==> src/verilog/decode_pkg.sv <==
package decode_pkg;

    //////////////////////////////////////////////////
    // Widths
    //////////////////////////////////////////////////

    localparam int INSTR_WIDTH    = 32;
    localparam int DATA_WIDTH     = 32;
    localparam int REG_ADDR_WIDTH = 5;
    localparam int NUM_REGS       = 1 << REG_ADDR_WIDTH;
    localparam int OFFSET_WIDTH   = 15;
    localparam int TICKET_WIDTH   = 4;
    localparam int PC_WIDTH       = 32;

    // Instruction field positions
    localparam int OPCODE_HI = 31;
    localparam int OPCODE_LO = 25;
    localparam int RD_HI     = 24;
    localparam int RD_LO     = 20;
    localparam int RA_HI     = 19;
    localparam int RA_LO     = 15;
    localparam int RB_HI     = 14;
    localparam int RB_LO     = 10;
    localparam int OFFSET_HI = OFFSET_WIDTH - 1;
    localparam int OFFSET_LO = 0;

    //////////////////////////////////////////////////
    // Encodings
    //////////////////////////////////////////////////

    typedef enum logic [6:0]
    {
        ADD  = 7'h00,
        SUB  = 7'h01,
        MUL  = 7'h02,
        ADDI = 7'h03,
        LDW  = 7'h10,
        STW  = 7'h11,
        BEQ  = 7'h30,
        JUMP = 7'h31,
        NOP  = 7'h7f
    } opcode_e;

    typedef enum logic [0:0]
    {
        IDLE = 1'b0,
        HELD = 1'b1
    } dispatch_state_e;

    //////////////////////////////////////////////////
    // Bundles
    //////////////////////////////////////////////////

    typedef struct packed
    {
        logic [DATA_WIDTH-1:0]   data;
        logic                    blocked;
        logic [TICKET_WIDTH-1:0] ticket;
    } src_operand_t;

    typedef struct packed
    {
        opcode_e                   opcode;
        logic [REG_ADDR_WIDTH-1:0] rd_addr;
        src_operand_t              src1;
        src_operand_t              src2;
        logic [DATA_WIDTH-1:0]     offset;
        logic [PC_WIDTH-1:0]       pc;
        logic [TICKET_WIDTH-1:0]   instr_id;
        logic                      illegal_instr;
    } exec_request_t;

    typedef struct packed
    {
        logic [REG_ADDR_WIDTH-1:0] reg_addr;
        logic [DATA_WIDTH-1:0]     data;
        logic [TICKET_WIDTH-1:0]   rob_id;
    } writeback_t;

endpackage

==> src/verilog/decode_top.sv <==
`timescale 1ns/10ps

module decode_top
    import decode_pkg::*;
#(
    parameter int ROB_ENTRIES = 8
)
(
    input  logic                   clock,
    input  logic                   rst,

    // Fetch side
    input  logic                   fetch_valid,
    input  logic [INSTR_WIDTH-1:0] fetch_instr,
    input  logic [PC_WIDTH-1:0]    fetch_pc,
    output logic                   stall_fetch,

    // Pipeline control
    input  logic                   stall_decode,
    input  logic                   flush_decode,

    // Register write-back
    input  logic                   wb_valid,
    input  writeback_t             wb,

    // Execution ports
    output logic                   alu_valid,
    output exec_request_t          alu_req,
    output logic                   mul_valid,
    output exec_request_t          mul_req
);

logic [REG_ADDR_WIDTH-1:0] src1_addr;
logic [REG_ADDR_WIDTH-1:0] src2_addr;
logic [REG_ADDR_WIDTH-1:0] rd_addr;
logic [DATA_WIDTH-1:0]     rd_data1;
logic [DATA_WIDTH-1:0]     rd_data2;
logic                      src1_blocked;
logic                      src2_blocked;
logic [TICKET_WIDTH-1:0]   src1_ticket;
logic [TICKET_WIDTH-1:0]   src2_ticket;
logic                      writes_rd;
logic                      is_mul;
exec_request_t             request;
logic [TICKET_WIDTH-1:0]   ticket;
logic                      accept;
logic                      load;
logic                      issue;

//////////////////////////////////////////////////
// Field split and operand gathering
//////////////////////////////////////////////////

instr_decoder decoder0
(
    .fetch_instr  (fetch_instr),
    .fetch_pc     (fetch_pc),
    .rd_data1     (rd_data1),
    .rd_data2     (rd_data2),
    .src1_blocked (src1_blocked),
    .src1_ticket  (src1_ticket),
    .src2_blocked (src2_blocked),
    .src2_ticket  (src2_ticket),
    .src1_addr    (src1_addr),
    .src2_addr    (src2_addr),
    .rd_addr      (rd_addr),
    .uses_src1    (),
    .uses_src2    (),
    .writes_rd    (writes_rd),
    .is_mul       (is_mul),
    .request      (request)
);

reg_file regs0
(
    .clock     (clock),
    .rst       (rst),
    .src1_addr (src1_addr),
    .src2_addr (src2_addr),
    .wb_valid  (wb_valid),
    .wb        (wb),
    .rd_data1  (rd_data1),
    .rd_data2  (rd_data2)
);

scoreboard #(
    .ROB_ENTRIES (ROB_ENTRIES)
) sb0
(
    .clock        (clock),
    .rst          (rst),
    .flush_decode (flush_decode),
    .accept       (accept),
    .writes_rd    (writes_rd),
    .rd_addr      (rd_addr),
    .ticket       (ticket),
    .src1_addr    (src1_addr),
    .src2_addr    (src2_addr),
    .wb_valid     (wb_valid),
    .wb           (wb),
    .src1_blocked (src1_blocked),
    .src1_ticket  (src1_ticket),
    .src2_blocked (src2_blocked),
    .src2_ticket  (src2_ticket)
);

//////////////////////////////////////////////////
// Ticketing and dispatch
//////////////////////////////////////////////////

rob_ticket_counter #(
    .ROB_ENTRIES (ROB_ENTRIES)
) tickets0
(
    .clock  (clock),
    .rst    (rst),
    .accept (accept),
    .ticket (ticket)
);

dispatch_fsm fsm0
(
    .clock        (clock),
    .rst          (rst),
    .fetch_valid  (fetch_valid),
    .stall_decode (stall_decode),
    .flush_decode (flush_decode),
    .accept       (accept),
    .load         (load),
    .issue        (issue),
    .stall_fetch  (stall_fetch)
);

issue_reg issue0
(
    .clock        (clock),
    .rst          (rst),
    .load         (load),
    .issue        (issue),
    .flush_decode (flush_decode),
    .is_mul       (is_mul),
    .request      (request),
    .ticket       (ticket),
    .alu_valid    (alu_valid),
    .alu_req      (alu_req),
    .mul_valid    (mul_valid),
    .mul_req      (mul_req)
);

endmodule

==> src/verilog/dispatch_fsm.sv <==
`timescale 1ns/10ps

module dispatch_fsm
    import decode_pkg::*;
(
    input  logic clock,
    input  logic rst,

    input  logic fetch_valid,
    input  logic stall_decode,
    input  logic flush_decode,

    output logic accept,
    output logic load,
    output logic issue,
    output logic stall_fetch
);

dispatch_state_e state;
dispatch_state_e state_next;

// New instruction only when nothing is held and no flush
assign accept = fetch_valid && (state == IDLE) && !flush_decode;
assign load   = accept;

assign issue = (accept && !stall_decode)
             || ((state == HELD) && !stall_decode && !flush_decode);

assign stall_fetch = (state == HELD);

always_comb
begin
    state_next = state;
    if (flush_decode)
        state_next = IDLE;
    else
    begin
        case (state)
            IDLE:
            begin
                if (accept && stall_decode)
                    state_next = HELD;
            end
            HELD:
            begin
                if (!stall_decode)
                    state_next = IDLE;
            end
            default:
            begin
                state_next = IDLE;
            end
        endcase
    end
end

always_ff @(posedge clock)
begin
    if (rst)
        state <= IDLE;
    else
        state <= state_next;
end

endmodule

==> src/verilog/instr_decoder.sv <==
`timescale 1ns/10ps

module instr_decoder
    import decode_pkg::*;
(
    input  logic [INSTR_WIDTH-1:0]    fetch_instr,
    input  logic [PC_WIDTH-1:0]       fetch_pc,

    // Operand data and scoreboard status
    input  logic [DATA_WIDTH-1:0]     rd_data1,
    input  logic [DATA_WIDTH-1:0]     rd_data2,
    input  logic                      src1_blocked,
    input  logic [TICKET_WIDTH-1:0]   src1_ticket,
    input  logic                      src2_blocked,
    input  logic [TICKET_WIDTH-1:0]   src2_ticket,

    output logic [REG_ADDR_WIDTH-1:0] src1_addr,
    output logic [REG_ADDR_WIDTH-1:0] src2_addr,
    output logic [REG_ADDR_WIDTH-1:0] rd_addr,
    output logic                      uses_src1,
    output logic                      uses_src2,
    output logic                      writes_rd,
    output logic                      is_mul,
    output exec_request_t             request
);

opcode_e opcode;
logic    illegal;

assign opcode  = opcode_e'(fetch_instr[OPCODE_HI:OPCODE_LO]);
assign rd_addr = fetch_instr[RD_HI:RD_LO];
assign is_mul  = (opcode == MUL);

// Stores read their data register through the second port
assign src1_addr = fetch_instr[RA_HI:RA_LO];
assign src2_addr = (opcode == STW) ? rd_addr : fetch_instr[RB_HI:RB_LO];

// Operand usage per opcode
always_comb
begin
    uses_src1 = 1'b0;
    uses_src2 = 1'b0;
    writes_rd = 1'b0;
    illegal   = 1'b0;
    case (opcode)
        ADD, SUB, MUL:
        begin
            uses_src1 = 1'b1;
            uses_src2 = 1'b1;
            writes_rd = 1'b1;
        end
        ADDI, LDW:
        begin
            uses_src1 = 1'b1;
            writes_rd = 1'b1;
        end
        STW, BEQ:
        begin
            uses_src1 = 1'b1;
            uses_src2 = 1'b1;
        end
        JUMP, NOP:
        begin
            // No register operands
            uses_src1 = 1'b0;
        end
        default:
        begin
            illegal = 1'b1;
        end
    endcase
end

// Ticket is filled in by the issue register
always_comb
begin
    request               = '0;
    request.opcode        = opcode;
    request.rd_addr       = rd_addr;
    request.src1.data     = rd_data1;
    request.src1.blocked  = uses_src1 & src1_blocked;
    request.src1.ticket   = src1_ticket;
    request.src2.data     = rd_data2;
    request.src2.blocked  = uses_src2 & src2_blocked;
    request.src2.ticket   = src2_ticket;
    request.offset        = DATA_WIDTH'(fetch_instr[OFFSET_HI:OFFSET_LO]);
    request.pc            = fetch_pc;
    request.illegal_instr = illegal;
end

endmodule

==> src/verilog/issue_reg.sv <==
`timescale 1ns/10ps

module issue_reg
    import decode_pkg::*;
(
    input  logic                    clock,
    input  logic                    rst,

    input  logic                    load,
    input  logic                    issue,
    input  logic                    flush_decode,
    input  logic                    is_mul,
    input  exec_request_t           request,
    input  logic [TICKET_WIDTH-1:0] ticket,

    output logic                    alu_valid,
    output exec_request_t           alu_req,
    output logic                    mul_valid,
    output exec_request_t           mul_req
);

exec_request_t req_q;
logic          mul_q;
logic          to_mul;

// Unit of a request issued in its own accept cycle comes from the decoder
assign to_mul = load ? is_mul : mul_q;

always_ff @(posedge clock)
begin
    if (load)
    begin
        req_q          <= request;
        req_q.instr_id <= ticket;
        mul_q          <= is_mul;
    end
end

always_ff @(posedge clock)
begin
    if (rst || flush_decode)
    begin
        alu_valid <= 1'b0;
        mul_valid <= 1'b0;
    end
    else
    begin
        alu_valid <= issue && !to_mul;
        mul_valid <= issue && to_mul;
    end
end

assign alu_req = req_q;
assign mul_req = req_q;

endmodule

==> src/verilog/reg_file.sv <==
`timescale 1ns/10ps

module reg_file
    import decode_pkg::*;
(
    input  logic                      clock,
    input  logic                      rst,

    input  logic [REG_ADDR_WIDTH-1:0] src1_addr,
    input  logic [REG_ADDR_WIDTH-1:0] src2_addr,

    input  logic                      wb_valid,
    input  writeback_t                wb,

    output logic [DATA_WIDTH-1:0]     rd_data1,
    output logic [DATA_WIDTH-1:0]     rd_data2
);

logic [DATA_WIDTH-1:0] regs [NUM_REGS];

always_ff @(posedge clock)
begin
    if (rst)
    begin
        for (int i = 0; i < NUM_REGS; i++)
            regs[i] <= '0;
    end
    else if (wb_valid)
    begin
        regs[wb.reg_addr] <= wb.data;
    end
end

// A write-back in flight overrides the stored value
assign rd_data1 = (wb_valid && wb.reg_addr == src1_addr) ? wb.data : regs[src1_addr];
assign rd_data2 = (wb_valid && wb.reg_addr == src2_addr) ? wb.data : regs[src2_addr];

endmodule

==> src/verilog/rob_ticket_counter.sv <==
`timescale 1ns/10ps

module rob_ticket_counter
    import decode_pkg::*;
#(
    parameter int ROB_ENTRIES = 8
)
(
    input  logic                    clock,
    input  logic                    rst,
    input  logic                    accept,
    output logic [TICKET_WIDTH-1:0] ticket
);

localparam logic [TICKET_WIDTH-1:0] LAST = TICKET_WIDTH'(ROB_ENTRIES - 1);

// Current value is the ticket of the instruction being accepted
always_ff @(posedge clock)
begin
    if (rst)
        ticket <= '0;
    else if (accept)
    begin
        if (ticket == LAST)
            ticket <= '0;
        else
            ticket <= ticket + 1'b1;
    end
end

endmodule

==> src/verilog/scoreboard.sv <==
`timescale 1ns/10ps

module scoreboard
    import decode_pkg::*;
#(
    parameter int ROB_ENTRIES = 8
)
(
    input  logic                      clock,
    input  logic                      rst,
    input  logic                      flush_decode,

    // Dispatch side
    input  logic                      accept,
    input  logic                      writes_rd,
    input  logic [REG_ADDR_WIDTH-1:0] rd_addr,
    input  logic [TICKET_WIDTH-1:0]   ticket,

    // Source lookups
    input  logic [REG_ADDR_WIDTH-1:0] src1_addr,
    input  logic [REG_ADDR_WIDTH-1:0] src2_addr,

    input  logic                      wb_valid,
    input  writeback_t                wb,

    output logic                      src1_blocked,
    output logic [TICKET_WIDTH-1:0]   src1_ticket,
    output logic                      src2_blocked,
    output logic [TICKET_WIDTH-1:0]   src2_ticket
);

// Tickets never reach ROB_ENTRIES so fewer bits are stored
localparam int ID_W = (ROB_ENTRIES > 1) ? $clog2(ROB_ENTRIES) : 1;

logic [NUM_REGS-1:0] blocked;
logic [ID_W-1:0]     owner [NUM_REGS];
logic                wb_hit;
logic                src1_wb_match;
logic                src2_wb_match;

assign wb_hit = wb_valid && (TICKET_WIDTH'(owner[wb.reg_addr]) == wb.rob_id);

////////////////////////////////////////////////////
// Lookups with same-cycle release

assign src1_ticket   = TICKET_WIDTH'(owner[src1_addr]);
assign src2_ticket   = TICKET_WIDTH'(owner[src2_addr]);
assign src1_wb_match = wb_hit && (wb.reg_addr == src1_addr);
assign src2_wb_match = wb_hit && (wb.reg_addr == src2_addr);
assign src1_blocked  = blocked[src1_addr] && !src1_wb_match;
assign src2_blocked  = blocked[src2_addr] && !src2_wb_match;

////////////////////////////////////////////////////
// Flag update, set after clear so it wins

always_ff @(posedge clock)
begin
    if (rst)
    begin
        blocked <= '0;
        for (int i = 0; i < NUM_REGS; i++)
            owner[i] <= '0;
    end
    else
    begin
        if (wb_hit)
            blocked[wb.reg_addr] <= 1'b0;
        if (accept && writes_rd && !flush_decode)
        begin
            blocked[rd_addr] <= 1'b1;
            owner[rd_addr]   <= ticket[ID_W-1:0];
        end
    end
end

endmodule

==> config.mk <==
export PLATFORM = sky130hd
export DESIGN_NAME = decode_top
export DESIGN_NICKNAME = d
export VERILOG_FILES = /design/src/verilog/decode_pkg.sv /design/src/verilog/decode_top.sv /design/src/verilog/dispatch_fsm.sv /design/src/verilog/instr_decoder.sv /design/src/verilog/issue_reg.sv /design/src/verilog/reg_file.sv /design/src/verilog/rob_ticket_counter.sv /design/src/verilog/scoreboard.sv
export SDC_FILE = /design/constraint.sdc
export NUM_CORES = 2
export LEC_CHECK = 0
export BUFFER_PORTS_ARGS = -buffer_cell sky130_fd_sc_hd__buf_4
export CORE_ASPECT_RATIO = 1.25
export CORE_MARGIN = 1.5
export CORE_UTILIZATION = 51
export CTS_BUF_LIST = sky130_fd_sc_hd__clkbuf_4 sky130_fd_sc_hd__clkbuf_8
export CTS_CLUSTER_SIZE = 16
export DETAILED_ROUTE_END_ITERATION = 10
export PLACE_DENSITY_LB_ADDON = 0.25
export SLEW_MARGIN = 20
export SYNTH_ARGS = -nofsm -noshare
export SYNTH_HDL_FRONTEND = slang
export SYNTH_SLANG_ARGS = --single-unit
==> constraint.sdc <==
create_clock -name clock -period 6.1 [get_ports clock]
set_input_delay 0.305 -clock clock [delete_from_list [all_inputs] [get_ports clock]]
set_output_delay 0.305 -clock clock [all_outputs]
set_load 0.01 [all_outputs]
==> impl_metrics.tcl <==
set metrics [dict create \
    place.gp.congestion 0.892 \
    worstReg2RegStart "sb0.owner[1][1]" \
    final_common_cell "edfxtp_1" \
    synth_area_mm2 0.0695 \
    layout_common_cells "edfxtp_1, and2_1, nand2_1" \
    cts_tree "done" \
    clockBufferDepth 3 \
    crit_path_start "wb[38]" \
    synthToLayoutAreaGrowth_pct 13.0 \
    hold_violations 0 \
    row_count 151 \
    tightestPinTransition_ns 1.20 \
    final.fill_count 10711 \
    hpwl_um 139000 \
    drt_iter0_drc 7781 \
    vias_per_cell 6.58 \
    overflow 0 \
    dpl.cell_count 7187 \
    finalMaxSlewViolations 0 \
    die_x_um 333 \
    drv_cap 0 \
    crit_buf_inv 4 \
    ff_latch_area_mm2 0.0385 \
    totalNegativeSetupSlack_ns 0 \
    min_path_type "in2reg" \
    post-route-drc-count 0 \
    finalWirelength_um 243000 \
    vias 50666 \
    path_cells "dlygate4sd3_1 -> buf_4 -> or3b_2 -> o22ai_1 -> nor4_1 -> o21ai_0 -> xnor2_1 -> nand2_1 -> dlygate4sd3_1 -> nor4b_4 -> dlygate4sd3_1 -> a21oi_1" \
    cts_root_buf "clkbuf_8" \
    nNetsFinal 5873 \
    cts.htree.levels 4 \
    yosys_register_bits 1296 \
    ant_nets 0 \
    grt_start_max_net_pins 163 \
    path_clk_slew_ns 0.06 \
    cts.sinks 1296 \
    synth_ff_type "edfxtp_1" \
    period_needed_ns 4.59 \
    synth_warnings 0 \
    clkLatencyLatePin_ns 0.96 \
    drive_above_1_share_pct 22.7 \
    fmax_mhz 218 \
    cp_top_family "buffers and inverters" \
    startpoint_type "input pin" \
    synth_cells 5580 \
    drtPass1Iterations 7 \
    ys_types 55 \
    cp_slowest_cell "dlygate4sd3_1" \
    hp-start "fetch_pc[25]" \
    timing.slew.headroom_pct 19.6 \
    track_usage_pct 34.5 \
    path_common_cell "dlygate4sd3_1" \
    ys_seq_area_share_pct 55.4 \
    antenna_found_initial 22 \
    port_buffers 385 \
    setup_viol 0 \
    io_pins 424 \
    dieArea_mm2 0.139 \
    peakVddDrop_mv 0.221 \
    critPathMaxStageDelay_ns 1.12 \
    grt_pass1_wl_um 341000 \
    die_y_um 416 \
    leakage_nw 28.3 \
    crit_type "in2reg" \
    crit_fanout 18 \
    cts_buffers 200 \
    worstPathRequired_ns 6.77 \
    fin_cells 7697 \
    syn_area_per_cell_um2 12.5 \
    rsz0062_at_grt "no" \
    grt_pass1_vias 48528 \
    synth_edf_count 1256 \
    finalCritPeriodShare_pct 75.3 \
    cellPowerDensity_mw_per_mm2 262 \
    clock_skew_ns 0.0441 \
    status "finished clean" \
    start_util_pct 51.3 \
    wire_per_inst_um 31.6 \
    cp_data_arrival_time_ns 5.27 \
    synth-async-reset-ratio_pct 0 \
    crit_path_end_kind "register" \
    cts_setup_buffers 0 \
    multi_input_area_mm2 0.0284 \
    coreArea_mm2 0.135 \
]
## flip-flops by register name, indices dropped and copies added (netlist names)
signal	flops
fsm0.stall_fetch	1
issue0.alu_req	136
issue0.alu_valid	1
issue0.mul_q	1
issue0.mul_valid	1
regs0.regs	1024
sb0.blocked	32
sb0.owner	96
tickets0.ticket	4
## worst register-to-register path, cell delays in order (launching register included)
cell           delay [ns]
edfxtp_1             0.42
mux4_2               0.47
a221oi_1             0.43
o21ai_0              0.22
xnor2_1              0.17
nand2_1              0.08
dlygate4sd3_1        0.61
nor4b_4              0.45
dlygate4sd3_1        1.12
a21oi_1              0.16
## Yosys cell counts, types with 7 or more instances
cell type,number,share of area [%]
and2_1,1120,10
a31oi_1,74,0.67
nand2b_1,12,0.11
o221ai_1,36,0.45
dfxtp_1,40,1.2
clkbuf_1,375,2.0
nor2_1,118,0.64
a21oi_1,195,1.4
a22o_1,31,0.39
nand3b_1,8,0.086
nand3_1,211,1.5
edfxtp_1,1256,54
mux2i_1,250,3.6
nand2_1,733,4.0
buf_2,106,0.76
nor4_1,44,0.40
buf_4,179,1.9
buf_6,7,0.11
or2_2,7,0.063
nand4_1,65,0.58
nor3_1,35,0.25
o21ai_0,107,0.77
o22ai_1,44,0.40
mux2_2,13,0.21
xnor2_1,8,0.10
mux4_2,401,13
buf_1,36,0.19
## what timing repair did
action / 4_1_cts / 5_1_grt
endpoints found under the hold margin: 1208 / 0
hold buffers: 130 / 0
gates resized for setup: 0 / 0
## path summary, 6_finish.rpt
| path | endpoint | slack [ns] | cells past startpoint |
|---|---|---|---|
| worst min-delay path | issue0.alu_req[30] | 0.09 | 2 |
| worst max-delay path | issue0.alu_req[110] | 1.51 | 12 |
| worst min register to register | issue0.mul_q | 0.47 | 2 |
| worst max register to register | issue0.alu_req[110] | 1.70 | 9 |
## kinds of logic (layout without fill, tap and decap cells)
family | after synthesis | after routing | synth area share (%)
fa+ha+maj | 1 | 1 | 0.0180
other cells | 1 | 52 | 0.00539
simple gates | 2378 | 2378 | 18.0
flops | 1296 | 1296 | 55.4
mux | 667 | 667 | 16.9
xor+xnor | 14 | 14 | 0.176
compound gates | 517 | 517 | 4.45
buf+inv | 706 | 1013 | 5.05
## layout make-up
class                      instances  area share (%)
inverter                           3          0.0239
clock buffer                     283            4.35
clock inverter                    82           0.695
antenna                           14          0.0446
timing repair buffer             645            6.88
tap                             1759            2.80
sequential                      1296            49.1
multi-input combinational       3615            36.1
## report_power, final
group          total, mW  internal, mW  switching [mW]
Sequential          10.5          10.2           0.274
Combinational       2.60          1.03            1.56
Clock               7.42          3.83            3.59
## per-stage QoR
step	area (um^2)	setup WS (ns)	power (mW)	utilization, %	hold slack (ns)
after floorplan	69700	0.738	12.2	-	0.378
after CTS	78500	1.68	20.5	57.9	0.000775
after detailed placement	73200	1.88	13.2	54.0	0.462
final	78500	1.51	20.5	58.0	0.0884
after global routing	78500	1.47	21.1	57.9	0.0269
after global placement	73200	1.84	13.1	54.0	0.446
## metal layers
metal	routed length, um	vias to the layer above	global-route usage, %
met5	67	-	0
met4	16500	10	20.6
met3	32100	978	9.39
met2	112000	4240	53.9
met1	81900	24788	43.0
li1	-	20650	-
Power figures use the tool's default switching activity.
